**config.mk**
```make
export PLATFORM = sky130hd
export DESIGN_NAME = mouse_top
export DESIGN_NICKNAME = d
export VERILOG_FILES = /design/src/logic/mouse_bus_pkg.sv /design/src/logic/mouse_isa_pkg.sv /design/src/logic/mouse_bus_if.sv /design/src/logic/mouse_top.sv /design/src/logic/mouse_retire.sv /design/src/logic/mouse_control.sv /design/src/logic/mouse_execute.sv /design/src/logic/mouse_decode.sv
export SDC_FILE = /design/constraint.sdc
export NUM_CORES = 1
export LEC_CHECK = 0
export CAP_MARGIN = 30
export CORE_MARGIN = 3
export CORE_UTILIZATION = 45
export DETAILED_ROUTE_END_ITERATION = 12
export DONT_BUFFER_PORTS = 1
export GPL_TIMING_DRIVEN = 1
export PLACE_DENSITY = 0.64
export SYNTH_ARGS = -nofsm -noshare
export SYNTH_HDL_FRONTEND = slang
export SYNTH_HIERARCHICAL = 1
export SYNTH_SLANG_ARGS = --single-unit
```
**constraint.sdc**
```tcl
create_clock -name tcb -period 15.9 [get_ports tcb]
set_input_delay 3.18 -clock tcb [delete_from_list [all_inputs] [get_ports tcb]]
set_output_delay 3.18 -clock tcb [all_outputs]
set_load 0.01 [all_outputs]
```
**src/logic/mouse_bus_pkg.sv**
```systemverilog
`default_nettype none

package mouse_bus_pkg;

  // phase codes, gpr phases share bit 2
  typedef enum logic [2:0] {
    PHA_IF  = 3'b000,  // instruction fetch
    PHA_MLD = 3'b001,  // memory load
    PHA_MST = 3'b010,  // memory store
    PHA_WB  = 3'b100,  // gpr write-back
    PHA_RS1 = 3'b101,  // gpr read rs1
    PHA_RS2 = 3'b110   // gpr read rs2
  } pha_t;

  // gpr location in memory, index in bits 6:2
  function automatic logic [31:0] gpr_adr (input logic [31:0] base, input logic [4:0] idx);
    return {base[31:7], idx, 2'b00};
  endfunction

  // recover register index from a gpr address
  function automatic logic [4:0] gpr_idx (input logic [31:0] base, input logic [31:0] adr);
    logic [31:0] ofs;
    ofs = adr - base;
    return ofs[6:2];
  endfunction

endpackage

`default_nettype wire

```
**src/logic/mouse_isa_pkg.sv**
```systemverilog
`default_nettype none

package mouse_isa_pkg;

  localparam int unsigned XLEN = 32;  // data and address width

////////////////////
// opcodes
////////////////////

  localparam logic [6:0] OPC_LUI    = 7'b0110111;
  localparam logic [6:0] OPC_OP_IMM = 7'b0010011;  // addi and friends
  localparam logic [6:0] OPC_OP     = 7'b0110011;  // register-register alu
  localparam logic [6:0] OPC_LOAD   = 7'b0000011;
  localparam logic [6:0] OPC_STORE  = 7'b0100011;
  localparam logic [6:0] OPC_BRANCH = 7'b1100011;

  // funct3, alu
  localparam logic [2:0] F3_ADD = 3'b000;  // add/sub/addi
  localparam logic [2:0] F3_XOR = 3'b100;
  localparam logic [2:0] F3_OR  = 3'b110;
  localparam logic [2:0] F3_AND = 3'b111;
  // funct3, memory (word only)
  localparam logic [2:0] F3_LW  = 3'b010;
  localparam logic [2:0] F3_SW  = 3'b010;
  // funct3, branch
  localparam logic [2:0] F3_BEQ = 3'b000;
  localparam logic [2:0] F3_BNE = 3'b001;

  // funct7
  localparam logic [6:0] F7_ADD = 7'b0000000;
  localparam logic [6:0] F7_SUB = 7'b0100000;  // also selects sub for op

  // one word, two layouts
  typedef union packed {
    struct packed {
      logic [6:0] funct7;
      logic [4:0] rs2;
      logic [4:0] rs1;
      logic [2:0] funct3;
      logic [4:0] rd;
      logic [6:0] opcode;
    } r;  // alu, load, lui
    struct packed {
      logic [6:0] imm_hi;
      logic [4:0] rs2;
      logic [4:0] rs1;
      logic [2:0] funct3;
      logic [4:0] imm_lo;
      logic [6:0] opcode;
    } s;  // store, branch
  } ins_t;

  // operation class
  typedef enum logic [2:0] {
    OP_LUI, OP_ALUI, OP_ALU, OP_LOAD, OP_STORE, OP_BRANCH
  } op_t;

endpackage

`default_nettype wire
```
**src/logic/mouse_bus_if.sv**
```systemverilog
`timescale 1ns/1ps
`default_nettype none

interface mouse_bus_if (
  input logic tcb,
  input logic rst
);
  import mouse_isa_pkg::*;

  logic            vld;  // request valid
  logic            wen;  // write enable
  logic [XLEN-1:0] adr;  // byte address
  logic [XLEN-1:0] wdt;  // write data
  logic            rdy;  // ready
  logic [XLEN-1:0] rdt;  // read data, one cycle after transfer

  logic trn;  // transfer this cycle
  logic rsp;  // rdt valid this cycle

  assign trn = vld & rdy;

  always_ff @(posedge tcb) begin
    if (rst) rsp <= 1'b0;
    else     rsp <= trn;
  end

  modport man (output vld, wen, adr, wdt, input rdy, rdt, trn, rsp);
  modport mon (input vld, wen, adr, wdt, rdy, rdt, trn, rsp);

endinterface

`default_nettype wire

```
**src/logic/mouse_top.sv**
```systemverilog
`timescale 1ns/1ps
`default_nettype none

module mouse_top #(
  parameter logic [31:0] RESET_ADR = 32'h0000_0000,
  parameter logic [31:0] GPR_ADR   = 32'h0000_0f80
)(
  input  logic                           tcb,
  input  logic                           rst,
  // system bus
  output logic                           bus_vld,
  output logic                           bus_wen,
  output logic [mouse_isa_pkg::XLEN-1:0] bus_adr,
  output logic [mouse_isa_pkg::XLEN-1:0] bus_wdt,
  input  logic                           bus_rdy,
  input  logic [mouse_isa_pkg::XLEN-1:0] bus_rdt,
  // retire records
  output logic                           ret_vld,
  output logic [mouse_isa_pkg::XLEN-1:0] ret_adr,
  output logic [mouse_isa_pkg::XLEN-1:0] ret_ins,
  output logic                           ret_wbu_vld,
  output logic [4:0]                     ret_wbu_idx,
  output logic [mouse_isa_pkg::XLEN-1:0] ret_wbu_dat,
  output logic                           ret_lsu_vld,
  output logic                           ret_lsu_wen,
  output logic [mouse_isa_pkg::XLEN-1:0] ret_lsu_adr,
  output logic [mouse_isa_pkg::XLEN-1:0] ret_lsu_dat
);
  import mouse_isa_pkg::*;
  import mouse_bus_pkg::*;

  pha_t            pha;
  ins_t            ins;
  op_t             op;
  logic [4:0]      rd;
  logic [4:0]      rs1;
  logic [4:0]      rs2;
  logic [2:0]      fn3;
  logic            alt;
  logic [XLEN-1:0] imm;
  logic [XLEN-1:0] pc;
  logic [XLEN-1:0] rs1_dat;
  logic [XLEN-1:0] rs2_dat;
  logic [XLEN-1:0] res;
  logic [XLEN-1:0] mem_adr;
  logic [XLEN-1:0] nxt_pc;

  mouse_bus_if bus (.tcb (tcb), .rst (rst));

  // interface to pins
  assign bus_vld = bus.vld;
  assign bus_wen = bus.wen;
  assign bus_adr = bus.adr;
  assign bus_wdt = bus.wdt;
  assign bus.rdy = bus_rdy;
  assign bus.rdt = bus_rdt;

  mouse_decode dec (
    .ins (ins), .op (op), .rd (rd), .rs1 (rs1), .rs2 (rs2),
    .fn3 (fn3), .alt (alt), .imm (imm)
  );

  mouse_execute exe (
    .op (op), .fn3 (fn3), .alt (alt), .pc (pc), .imm (imm),
    .rs1_dat (rs1_dat), .rs2_dat (rs2_dat),
    .res (res), .mem_adr (mem_adr), .nxt_pc (nxt_pc),
    .tkn ()  // already folded into nxt_pc
  );

  mouse_control #(.RESET_ADR (RESET_ADR), .GPR_ADR (GPR_ADR)) ctl (
    .tcb (tcb), .rst (rst), .bus (bus), .pha (pha), .ins (ins),
    .op (op), .rd (rd), .rs1 (rs1), .rs2 (rs2),
    .pc (pc), .rs1_dat (rs1_dat), .rs2_dat (rs2_dat),
    .res (res), .mem_adr (mem_adr), .nxt_pc (nxt_pc)
  );

  mouse_retire #(.GPR_ADR (GPR_ADR)) ret (
    .tcb (tcb), .rst (rst), .bus (bus), .pha (pha),
    .ret_vld (ret_vld), .ret_adr (ret_adr), .ret_ins (ret_ins),
    .ret_wbu_vld (ret_wbu_vld), .ret_wbu_idx (ret_wbu_idx), .ret_wbu_dat (ret_wbu_dat),
    .ret_lsu_vld (ret_lsu_vld), .ret_lsu_wen (ret_lsu_wen),
    .ret_lsu_adr (ret_lsu_adr), .ret_lsu_dat (ret_lsu_dat)
  );

endmodule

`default_nettype wire

```
**src/logic/mouse_retire.sv**
```systemverilog
`timescale 1ns/1ps
`default_nettype none

module mouse_retire #(
  parameter logic [31:0] GPR_ADR = 32'h0000_0f80
)(
  input  logic                           tcb,
  input  logic                           rst,
  mouse_bus_if.mon                       bus,
  input  mouse_bus_pkg::pha_t            pha,
  output logic                           ret_vld,      // one pulse per record
  output logic [mouse_isa_pkg::XLEN-1:0] ret_adr,      // pc
  output logic [mouse_isa_pkg::XLEN-1:0] ret_ins,
  output logic                           ret_wbu_vld,
  output logic [4:0]                     ret_wbu_idx,
  output logic [mouse_isa_pkg::XLEN-1:0] ret_wbu_dat,
  output logic                           ret_lsu_vld,
  output logic                           ret_lsu_wen,
  output logic [mouse_isa_pkg::XLEN-1:0] ret_lsu_adr,
  output logic [mouse_isa_pkg::XLEN-1:0] ret_lsu_dat   // load or store data
);
  import mouse_isa_pkg::*;
  import mouse_bus_pkg::*;

  // request side of the last transfer
  pha_t            pha_q;
  logic            wen_q;
  logic [XLEN-1:0] adr_q;
  logic [XLEN-1:0] wdt_q;
  // record under construction
  logic            cur_vld;  // a fetch was seen
  logic [XLEN-1:0] cur_adr;
  logic [XLEN-1:0] cur_ins;
  logic            wbu_vld;
  logic [4:0]      wbu_idx;
  logic [XLEN-1:0] wbu_dat;
  logic            lsu_vld;
  logic            lsu_wen;
  logic [XLEN-1:0] lsu_adr;
  logic [XLEN-1:0] lsu_dat;
  logic            fch;      // fetch data arrives

  assign fch = bus.rsp && (pha_q == PHA_IF);

  always_ff @(posedge tcb) begin
    if (bus.trn) begin
      pha_q <= pha;
      wen_q <= bus.wen;
      adr_q <= bus.adr;
      wdt_q <= bus.wdt;
    end
  end

////////////////////
// record gathering
////////////////////

  always_ff @(posedge tcb) begin
    if (rst) begin
      cur_vld <= 1'b0;
      wbu_vld <= 1'b0;
      lsu_vld <= 1'b0;
    end else if (bus.rsp) begin
      case (pha_q)
        PHA_IF: begin
          cur_vld <= 1'b1;
          wbu_vld <= 1'b0;  // new instruction, start clean
          lsu_vld <= 1'b0;
        end
        PHA_WB:           wbu_vld <= 1'b1;
        PHA_MLD, PHA_MST: lsu_vld <= 1'b1;
        default: ;  // source reads are not recorded
      endcase
    end
  end

  always_ff @(posedge tcb) begin
    if (bus.rsp) begin
      case (pha_q)
        PHA_IF: begin
          cur_adr <= adr_q;
          cur_ins <= bus.rdt;
        end
        PHA_WB: begin
          wbu_idx <= gpr_idx(GPR_ADR, adr_q);
          wbu_dat <= wdt_q;
        end
        PHA_MLD, PHA_MST: begin
          lsu_wen <= wen_q;
          lsu_adr <= adr_q;
          lsu_dat <= wen_q ? wdt_q : bus.rdt;
        end
        default: ;
      endcase
    end
  end

////////////////////
// record output
////////////////////

  always_ff @(posedge tcb) begin
    if (rst) begin
      ret_vld     <= 1'b0;
      ret_wbu_vld <= 1'b0;
      ret_lsu_vld <= 1'b0;
    end else begin
      ret_vld <= fch && cur_vld;  // first fetch has no predecessor
      if (fch) begin
        ret_wbu_vld <= wbu_vld;
        ret_lsu_vld <= lsu_vld;
      end
    end
  end

  always_ff @(posedge tcb) begin
    if (fch) begin
      ret_adr     <= cur_adr;
      ret_ins     <= cur_ins;
      ret_wbu_idx <= wbu_idx;
      ret_wbu_dat <= wbu_dat;
      ret_lsu_wen <= lsu_wen;
      ret_lsu_adr <= lsu_adr;
      ret_lsu_dat <= lsu_dat;
    end
  end

endmodule

`default_nettype wire

```
**src/logic/mouse_control.sv**
```systemverilog
`timescale 1ns/1ps
`default_nettype none

module mouse_control #(
  parameter logic [31:0] RESET_ADR = 32'h0000_0000,
  parameter logic [31:0] GPR_ADR   = 32'h0000_0f80
)(
  input  logic                           tcb,
  input  logic                           rst,
  mouse_bus_if.man                       bus,
  output mouse_bus_pkg::pha_t            pha,
  output mouse_isa_pkg::ins_t            ins,      // word seen by decode
  // decode fields
  input  mouse_isa_pkg::op_t             op,
  input  logic [4:0]                     rd,
  input  logic [4:0]                     rs1,
  input  logic [4:0]                     rs2,
  // execute operands and results
  output logic [mouse_isa_pkg::XLEN-1:0] pc,
  output logic [mouse_isa_pkg::XLEN-1:0] rs1_dat,
  output logic [mouse_isa_pkg::XLEN-1:0] rs2_dat,
  input  logic [mouse_isa_pkg::XLEN-1:0] res,
  input  logic [mouse_isa_pkg::XLEN-1:0] mem_adr,
  input  logic [mouse_isa_pkg::XLEN-1:0] nxt_pc
);
  import mouse_isa_pkg::*;
  import mouse_bus_pkg::*;

  logic            req;    // request pending, low while waiting for data
  ins_t            ins_q;  // fetched instruction
  logic [XLEN-1:0] rs1_q;
  logic [XLEN-1:0] rs2_q;
  logic [XLEN-1:0] ld_q;   // load data for write-back
  logic            need_rs1;
  logic            need_rs2;
  logic            need_wb;
  pha_t            pha_nxt;
  logic            wen;
  logic [XLEN-1:0] adr;
  logic [XLEN-1:0] wdt;

////////////////////
// operands
////////////////////

  // during the fetch data cycle decode sees the bus word directly
  assign ins = (pha == PHA_IF) ? ins_t'(bus.rdt) : ins_q;

  // x0 reads as zero, fresh read data bypasses the latch
  assign rs1_dat = (rs1 == 5'd0) ? '0 : (pha == PHA_RS1) ? bus.rdt : rs1_q;
  assign rs2_dat = (rs2 == 5'd0) ? '0 : (pha == PHA_RS2) ? bus.rdt : rs2_q;

  always_ff @(posedge tcb) begin
    if (bus.rsp) begin
      case (pha)
        PHA_IF:  ins_q <= ins_t'(bus.rdt);
        PHA_RS1: rs1_q <= bus.rdt;
        PHA_RS2: rs2_q <= bus.rdt;
        PHA_MLD: ld_q  <= bus.rdt;
        default: ;  // writes return nothing
      endcase
    end
  end

////////////////////
// phase sequencer
////////////////////

  assign need_rs1 = (op != OP_LUI) && (rs1 != 5'd0);
  assign need_rs2 = (op inside {OP_ALU, OP_STORE, OP_BRANCH}) && (rs2 != 5'd0);
  assign need_wb  = (op inside {OP_LUI, OP_ALUI, OP_ALU, OP_LOAD}) && (rd != 5'd0);

  // pick the first remaining phase after the current one
  always_comb begin
    pha_nxt = PHA_IF;  // nothing left, instruction done
    if ((pha == PHA_IF) && need_rs1)
      pha_nxt = PHA_RS1;
    else if ((pha inside {PHA_IF, PHA_RS1}) && need_rs2)
      pha_nxt = PHA_RS2;
    else if ((pha inside {PHA_IF, PHA_RS1, PHA_RS2}) && (op == OP_LOAD))
      pha_nxt = PHA_MLD;
    else if ((pha inside {PHA_IF, PHA_RS1, PHA_RS2}) && (op == OP_STORE))
      pha_nxt = PHA_MST;
    else if ((pha inside {PHA_IF, PHA_RS1, PHA_RS2, PHA_MLD}) && need_wb)
      pha_nxt = PHA_WB;
  end

  always_ff @(posedge tcb) begin
    if (rst) begin
      req <= 1'b0;
      pha <= PHA_IF;
      pc  <= RESET_ADR;
    end else if (req) begin
      if (bus.trn) req <= 1'b0;  // hold until accepted
    end else begin
      req <= 1'b1;  // one wait cycle, then next request
      if (bus.rsp) begin
        pha <= pha_nxt;
        if (pha_nxt == PHA_IF) pc <= nxt_pc;  // retire, branch resolved here
      end
    end
  end

////////////////////
// bus request
////////////////////

  always_comb begin
    wen = 1'b0;
    adr = pc;  // fetch
    wdt = '0;
    case (pha)
      PHA_RS1: adr = gpr_adr(GPR_ADR, rs1);
      PHA_RS2: adr = gpr_adr(GPR_ADR, rs2);
      PHA_MLD: adr = mem_adr;
      PHA_MST: begin
        wen = 1'b1;
        adr = mem_adr;
        wdt = rs2_dat;
      end
      PHA_WB: begin
        wen = 1'b1;
        adr = gpr_adr(GPR_ADR, rd);
        wdt = (op == OP_LOAD) ? ld_q : res;
      end
      default: ;
    endcase
  end

  assign bus.vld = req;
  assign bus.wen = wen;
  assign bus.adr = adr;
  assign bus.wdt = wdt;

endmodule

`default_nettype wire

```
**src/logic/mouse_execute.sv**
```systemverilog
`timescale 1ns/1ps
`default_nettype none

module mouse_execute (
  input  mouse_isa_pkg::op_t             op,
  input  logic [2:0]                     fn3,
  input  logic                           alt,
  input  logic [mouse_isa_pkg::XLEN-1:0] pc,
  input  logic [mouse_isa_pkg::XLEN-1:0] imm,
  input  logic [mouse_isa_pkg::XLEN-1:0] rs1_dat,
  input  logic [mouse_isa_pkg::XLEN-1:0] rs2_dat,
  output logic [mouse_isa_pkg::XLEN-1:0] res,      // write-back value
  output logic [mouse_isa_pkg::XLEN-1:0] mem_adr,  // load/store address
  output logic [mouse_isa_pkg::XLEN-1:0] nxt_pc,
  output logic                           tkn       // branch taken
);
  import mouse_isa_pkg::*;

  logic [XLEN-1:0] opb;  // second alu operand
  logic            sub;
  logic            eql;

  assign opb = (op == OP_ALU) ? rs2_dat : imm;
  assign sub = (op == OP_ALU) && alt;  // addi has no sub form

  // alu
  always_comb begin
    case (fn3)
      F3_XOR:  res = rs1_dat ^ opb;
      F3_OR:   res = rs1_dat | opb;
      F3_AND:  res = rs1_dat & opb;
      default: res = sub ? rs1_dat - opb : rs1_dat + opb;
    endcase
    if (op == OP_LUI) res = imm;  // lui bypasses the alu
  end

  assign mem_adr = rs1_dat + imm;  // word access, base + offset

  // beq/bne on raw operands
  assign eql    = (rs1_dat == rs2_dat);
  assign tkn    = (op == OP_BRANCH) && ((fn3 == F3_BEQ) ? eql : !eql);
  assign nxt_pc = tkn ? pc + imm : pc + 32'd4;

endmodule

`default_nettype wire

```
**src/logic/mouse_decode.sv**
```systemverilog
`timescale 1ns/1ps
`default_nettype none

module mouse_decode (
  input  mouse_isa_pkg::ins_t            ins,
  output mouse_isa_pkg::op_t             op,
  output logic [4:0]                     rd,
  output logic [4:0]                     rs1,
  output logic [4:0]                     rs2,
  output logic [2:0]                     fn3,
  output logic                           alt,  // sub select
  output logic [mouse_isa_pkg::XLEN-1:0] imm
);
  import mouse_isa_pkg::*;

  // register fields sit in the same place in both views
  assign rd  = ins.r.rd;
  assign rs1 = ins.r.rs1;
  assign rs2 = ins.r.rs2;
  assign fn3 = ins.r.funct3;
  assign alt = (ins.r.funct7 == F7_SUB);

  always_comb begin
    op  = OP_ALUI;  // unknown opcodes fall here
    imm = '0;
    case (ins.r.opcode)
      OPC_LUI: begin
        op  = OP_LUI;
        imm = {ins.r.funct7, ins.r.rs2, ins.r.rs1, ins.r.funct3, 12'h000};  // u-type
      end
      OPC_OP_IMM, OPC_LOAD: begin
        op  = (ins.r.opcode == OPC_LOAD) ? OP_LOAD : OP_ALUI;
        imm = {{20{ins.r.funct7[6]}}, ins.r.funct7, ins.r.rs2};  // i-type
      end
      OPC_OP: begin
        op  = OP_ALU;  // no immediate
      end
      OPC_STORE: begin
        op  = OP_STORE;
        imm = {{20{ins.s.imm_hi[6]}}, ins.s.imm_hi, ins.s.imm_lo};  // s-type
      end
      OPC_BRANCH: begin
        op  = OP_BRANCH;
        // b-type, bits scrambled over the s fields
        imm = {{19{ins.s.imm_hi[6]}}, ins.s.imm_hi[6], ins.s.imm_lo[0],
               ins.s.imm_hi[5:0], ins.s.imm_lo[4:1], 1'b0};
      end
      default: ;
    endcase
  end

endmodule

`default_nettype wire

```
==> run_results.csv, run 1 <==
group,metric,value,unit
outcome,status,"finished clean",
power_and_ir_drop,power.switching,949,µW
routing,vias,21700,
routing,drc,0,
die,io_pins,270,
setup_path,r2r_start,"ctl/pha[1]",
setup_path,slowest_delay,820,ps
min_path,holdPathEnd,"ret/ret_adr[27]",
min_path,min_from,"ret/cur_adr[27]",
cells_and_area,final_cell_count_no_fill,3652,
die,die_h,269,µm
sta,rsz0062_at_grt,"false",
setup_path,rr_worst_depth,26,
synth,syn_nets,2896,
cells_and_area,area_growth,9.71,%
global_routing,grt_overflow_total,0,
setup_path,cp-start-kind,"input port",
clock_tree,htreeDepth,2,
clock_tree,cts_num_sinks,571,
die,die_w,269,µm
run,cap_violations,0,
power_and_ir_drop,power.internal,2.66,mW
synth,synth_cell_types,98,
sta,finalMaxSlewViolations,0,
synth,ys_async_sr_fraction,0,%
synth,synth_area_per_cell,11.5,µm²
setup_path,timing.rr.end,"ret/wdt_q[29]",
routing,dr.pass1.iters,6,
global_routing,antenna_found_initial,1,
synth,synth-edff-count,528,
clock_tree,cts_buffers,58,
setup_path,arrival,10700,ps
synth,syn_inst,2700,
place,portBuffers,0,
sta,fin_crit,13880,ps
power_and_ir_drop,power_density,106,nW/µm²
setup_path,worstPathRequired,12720,ps
sta,worst_pin_slew,994,ps
min_path,hold_class,"flip-flop to flip-flop",
routing,routed_wl,93500,µm
power_and_ir_drop,peakVddDrop,0.0000906,V
power_and_ir_drop,combPwrFrac,15.0,%
setup_path,crit_buf_inv,1,
global_routing,grt_max_degree,87,
power_and_ir_drop,swShare,26.3,%
power_and_ir_drop,clkPwrFrac,38.8,%
clock_tree,clockBufferDepth,3,
synth,ys.flop_type,"edfxtp_1",
setup_path,cp-end-kind,"output pin",
routing,drt_iter0_drc,2278,
clock_tree,cts-root-buf,"clkbuf_16",
die,die_area,72300,µm²
setup_path,rrSetupSlack,6590,ps
sta,tns,0,ps
global_routing,grt_pass1_wl,138000,µm
die,core_area,67900,µm²
clock_tree,path_clk_slew,60,ps
synth,yosys_warnings,6,
power_and_ir_drop,power.total,3.61,mW
synth,synth-seq-cells,571,
place,dp_hpwl,69100,µm
sta,max_slew_margin,33.7,%
setup_path,crit_type,"input port to output pin",
place,dp_cells,3539,
sta,max_freq,0.0720,GHz
cells_and_area,nets,2876,
routing,antenna_left,0,
die,rows,95,
setup_path,crit_family,"simple AND/OR/NAND/NOR gates",
setup_path,path_cells,"mux2_1 > nand4bb_1 > nor2b_1 > or3b_2 > buf_4 > mux2i_1 > nand2_1 > nor3_1 > o21ai_1 > nand2_1 > xnor2_1 > ha_1 > nand2_1 > nor2_1 > a221oi_1 > a21oi_1 > o31ai_1 > o31ai_1 > a21oi_1 > o21a_1 > o22a_1 > mux2i_1 > o22ai_1",
clock_tree,clk_latency,630,ps
synth,ys_seq_area_share,53.7,%
cells_and_area,final_util,50.3,%
min_path,whs_path_depth,0,
setup_path,slowest_stage,"or3b_2",
cells_and_area,layout_commonest_cell,"edfxtp_1",
clock_tree,cts_hold_buf,0,
die,initial_utilization,45.8,%
routing,wl_per_cell,25.6,µm
power_and_ir_drop,seqPwrFrac,46.2,%
cells_and_area,most-common-layout-cells,"edfxtp_1 (528), nor2_1 (219), nand2_1 (193), a21oi_1 (160), ha_1 (158)",
setup_path,path_common_cell,"nand2_1",
synth,syn_area,31100,µm²
clock_tree,cts_tree,"built",
sta,hold_viol_final,0,
cells_and_area,drive_gt1_share,8.98,%
sta,setup_viol,0,
power_and_ir_drop,power_leakage,13.2,nW
global_routing,grt_pass1_vias,21100,
global_routing,track_usage,25.4,%
setup_path,cp_max_fo,24,
routing,via_per_inst,5.95,
clock_tree,postCtsSetupBuffers,0,
place,gp_congestion,0.969,
clock_tree,cts_resized,0,
sta,fin_skew,15.4,ps
sta,fin_crit_sh,87.3,%
==> cell usage after synthesis (7+ instances only) <==
master      n  share of area [%]
edfxtp_1  528                 51
nor2_1    222                2.7
nand2_1   193                2.3
a21oi_1   160                2.6
ha_1      158                6.4
inv_1     138                1.7
mux2i_1   136                4.4
xnor2_1   129                3.6
o21ai_0    88                1.4
clkbuf_1   84                1.0
nand2b_1   73                1.5
mux2_1     69                2.5
a21o_1     56                1.4
o22ai_1    48               0.97
o21a_1     47                1.1
dfxtp_1    43                2.8
nand3_1    38               0.61
nor3_1     37               0.60
o21ai_1    34               0.55
xor2_1     33               0.93
mux2_2     32                1.2
nand4_1    26               0.52
and3_1     23               0.46
buf_4      21               0.51
a221oi_1   19               0.53
nor2b_1    15               0.30
or3_1      15               0.30
a211oi_1   14               0.34
and2_1     13               0.26
a21oi_2    12               0.34
a31oi_1    12               0.24
buf_2      12               0.19
o21bai_1   11               0.27
o31ai_1    10               0.24
a22oi_1     8               0.19
buf_1       8              0.097
buf_6       8               0.29
a311oi_1    7               0.20
nor4_1      7               0.14
==> per-layer routing <==
metal | track usage [%] | wire (µm) | part of all wire [%] | vias up
li1 | - | - | - | 9878
met1 | 33.8 | 39200 | 42 | 10700
met2 | 41.2 | 43400 | 46 | 949
met3 | 4.85 | 7110 | 7.6 | 207
met4 | 9.79 | 3720 | 4.0 | 0
met5 | 0 | 0 | 0 | -
==> metrics by stage <==
stage | setup WS (ps) | hold slack [ps] | area (µm²)
finish | 2020 | 416 | 34100
global route | 1620 | 423 | 34100
CTS | 2240 | 418 | 34100
detailed placement | 2240 | 405 | 32100
global placement | 2550 | 400 | 32000
floorplan | 3780 | 400 | 31100
==> worst max path at each step <==
stage,to,start,cells past startpoint
after floorplan,bus_wdt[30],bus_rdt[2],23
after global placement,bus_wdt[29],bus_rdt[2],23
after detailed placement,bus_wdt[29],bus_rdt[2],23
after CTS,bus_wdt[29],bus_rdt[2],23
after global routing,bus_wdt[29],bus_rdt[2],23
final,bus_wdt[29],bus_rdt[2],23
==> flip-flops by register name, indices dropped and copies added, names as in the netlist, 3 cells and up <==
signal,count
ctl/ins_q,32
ctl/ld_q,32
ctl/pc,32
ctl/pha,3
ctl/rs1_q,32
ctl/rs2_q,32
ret/adr_q,32
ret/cur_adr,32
ret/cur_ins,32
ret/lsu_adr,32
ret/lsu_dat,32
ret/pha_q,3
ret/ret_adr,32
ret/ret_ins,32
ret/ret_lsu_adr,32
ret/ret_lsu_dat,32
ret/ret_wbu_dat,32
ret/ret_wbu_idx,5
ret/wbu_dat,32
ret/wbu_idx,5
ret/wdt_q,32
==> cells by family after synthesis <==
group,count (synthesis),share of synthesized area (%)
muxes,241,8.27
AOI/OAI and AO/OA,577,11.8
xor gates and xnor gates,162,4.56
adders and majority gates,161,6.55
and+or+nand+nor,712,11.3
DFF,571,53.7
buffers and inverters,276,3.83
==> power groups by stage <==
| stage | combinational, mW | clock (mW) | sequential [mW] |
|---|---|---|---|
| after global routing | 0.585 | 1.49 | 1.67 |
| final | 0.541 | 1.40 | 1.67 |
| after global placement | 0.521 | 0 | 1.70 |
| after detailed placement | 0.526 | 0 | 1.70 |
| after floorplan | 0.388 | 0 | 1.70 |
| after CTS | 0.529 | 1.44 | 1.67 |
==> final cells by class <==
| class | count | area (µm²) |
|---|---|---|
| fill | 5937 | 33700 |
| inverter | 143 | 537 |
| clock buffer | 66 | 1510 |
| clock inverter | 43 | 479 |
| tap | 921 | 1150 |
| multi-input combinational | 1853 | 13300 |
| antenna | 2 | 5.00 |
| sequential | 571 | 16700 |
| timing repair buffer | 53 | 463 |
Power figures use the tool's default switching activity.
==> inputs of run 2 (changes only) <==
--- a/config.mk
+++ b/config.mk
@@ -12,6 +12,7 @@
 export DONT_BUFFER_PORTS = 1
 export GPL_TIMING_DRIVEN = 1
 export PLACE_DENSITY = 0.64
+export RECOVER_POWER = 100
 export SYNTH_ARGS = -nofsm -noshare
 export SYNTH_HDL_FRONTEND = slang
 export SYNTH_HIERARCHICAL = 1
==> run_results.csv, run 2 (synthesis results as in run 1) <==
group,metric,value,unit
clock_tree,htreeDepth,2,
routing,dr.pass1.iters,6,
die,die_area,72300,µm²
power_and_ir_drop,combPwrFrac,14.9,%
routing,drt_iter0_drc,2125,
power_and_ir_drop,swShare,26.3,%
clock_tree,cts_tree,"built",
sta,fin_skew,17.5,ps
setup_path,rr_worst_depth,26,
outcome,status,"finished with violations",
run,cap_violations,17,
clock_tree,cts_buffers,58,
clock_tree,cts_resized,0,
sta,rsz0062_at_grt,"false",
setup_path,cp-end-kind,"output pin",
cells_and_area,area_growth,9.13,%
setup_path,crit_cells,23,
setup_path,cp-start-kind,"input port",
routing,via_per_inst,5.94,
routing,vias,21700,
global_routing,grt_overflow_total,0,
min_path,hold_class,"flip-flop to flip-flop",
place,gp_congestion,0.969,
setup_path,crit_type,"input port to output pin",
clock_tree,cts_num_sinks,571,
die,die_h,269,µm
clock_tree,clk_latency,640,ps
place,portBuffers,0,
sta,max_freq,0.0699,GHz
die,die_w,269,µm
sta,worst_pin_slew,4040,ps
power_and_ir_drop,peakVddDrop,0.0000908,V
global_routing,grt_max_degree,87,
setup_path,arrival,11140,ps
global_routing,grt_pass1_wl,138000,µm
setup_path,path_cells,"mux2_1 > nand4bb_1 > nor2b_1 > or3b_1 > buf_4 > mux2i_1 > nand2_1 > nor3_1 > o21ai_0 > nand2_1 > xnor2_1 > ha_1 > nand2_1 > nor2_1 > a221oi_1 > a21oi_1 > o31ai_1 > o31ai_1 > a21oi_1 > o21a_1 > o22a_1 > mux2i_1 > o22ai_1",
routing,antenna_left,0,
cells_and_area,final_cell_count_no_fill,3652,
setup_path,cp_max_fo,24,
power_and_ir_drop,seqPwrFrac,46.3,%
die,io_pins,270,
setup_path,crit_family,"simple AND/OR/NAND/NOR gates",
place,preCtsSetupSlack,2240,ps
power_and_ir_drop,power.switching,949,µW
cells_and_area,drive_gt1_share,7.84,%
sta,setup_slack,1580,ps
global_routing,antenna_found_initial,0,
global_routing,grt_pass1_vias,21100,
sta,fin_crit,14320,ps
global_routing,track_usage,25.4,%
cells_and_area,nets,2876,
clock_tree,cts-root-buf,"clkbuf_16",
routing,drc,0,
clock_tree,cts_hold_buf,0,
routing,routed_wl,93500,µm
power_and_ir_drop,power_leakage,13.0,nW
power_and_ir_drop,clkPwrFrac,38.8,%
sta,finalMaxSlewViolations,787,
sta,max_slew_margin,-169,%
cells_and_area,most-common-layout-cells,"edfxtp_1 (528), nor2_1 (219), nand2_1 (193), a21oi_1 (160), ha_1 (158)",
place,dp_cells,3539,
routing,wl_per_cell,25.6,µm
min_path,whs_path_depth,0,
sta,tns,0,ps
clock_tree,clockBufferDepth,3,
clock_tree,postCtsSetupBuffers,0,
sta,fin_crit_sh,90.0,%
sta,hold_viol_final,0,
power_and_ir_drop,power.total,3.61,mW
outcome,violations,"max-capacitance violations, max-slew violations",
die,rows,95,
place,dp_hpwl,69100,µm
cells_and_area,fill_cells,5978,
power_and_ir_drop,power.internal,2.66,mW
clock_tree,path_clk_slew,60,ps
setup_path,slowest_stage,"or3b_1",
setup_path,slowest_delay,1180,ps
setup_path,worstPathRequired,12720,ps
sta,setup_viol,0,
die,core_area,67900,µm²
cells_and_area,register_area,16700,µm²
cells_and_area,layout_commonest_cell,"edfxtp_1",
setup_path,path_common_cell,"nand2_1",
die,initial_utilization,45.8,%
cells_and_area,multi_input_area,13200,µm²
power_and_ir_drop,power_density,106,nW/µm²
setup_path,crit_buf_inv,1,
## run 2: through the flow
step / utilization (%) / area (µm²) / hold slack (ps)
global placement: 47.2 / 32000 / 400
CTS: 50.2 / 34100 / 418
detailed placement: 47.3 / 32100 / 405
global route: 50.0 / 33900 / 423
floorplan: - / 31100 / 400
finish: 50.0 / 33900 / 416
## run 2: final cells by class
type / count / area share [%]
timing repair buffer: 53 / 0.929
inverter: 143 / 1.58
antenna: 2 / 0.0147
tap: 921 / 3.39
sequential: 571 / 49.2
multi-input combinational: 1853 / 39.0
clock buffer: 66 / 4.46
clock inverter: 43 / 1.41
## run 2: final timing paths
| kind | start | end | slack [ps] |
|---|---|---|---|
| max | bus_rdt[2] | bus_wdt[29] | 1580 |
| min | ret/cur_adr[27] | ret/ret_adr[27] | 420 |
| min reg2reg | ret/cur_adr[27] | ret/ret_adr[27] | 420 |
| max reg2reg | ctl/pha[1] | ret/wdt_q[29] | 5630 |
## run 2: power by group through the flow
stage          logic, mW  registers, mW  clock network [mW]
3_3_place_gp       0.521           1.70                   0
5_1_grt            0.582           1.67                1.49
6_report           0.540           1.67                1.40
3_5_place_dp       0.526           1.70                   0
4_1_cts            0.529           1.67                1.44
2_1_floorplan      0.388           1.70                   0
## run 2: per-layer routing
metal | track usage [%] | up-vias | share of wire, %
li1 | - | 9869 | -
met1 | 33.8 | 10700 | 42
met2 | 41.2 | 929 | 47
met3 | 4.85 | 203 | 7.5
met4 | 9.79 | 0 | 4.1
met5 | 0 | - | 0
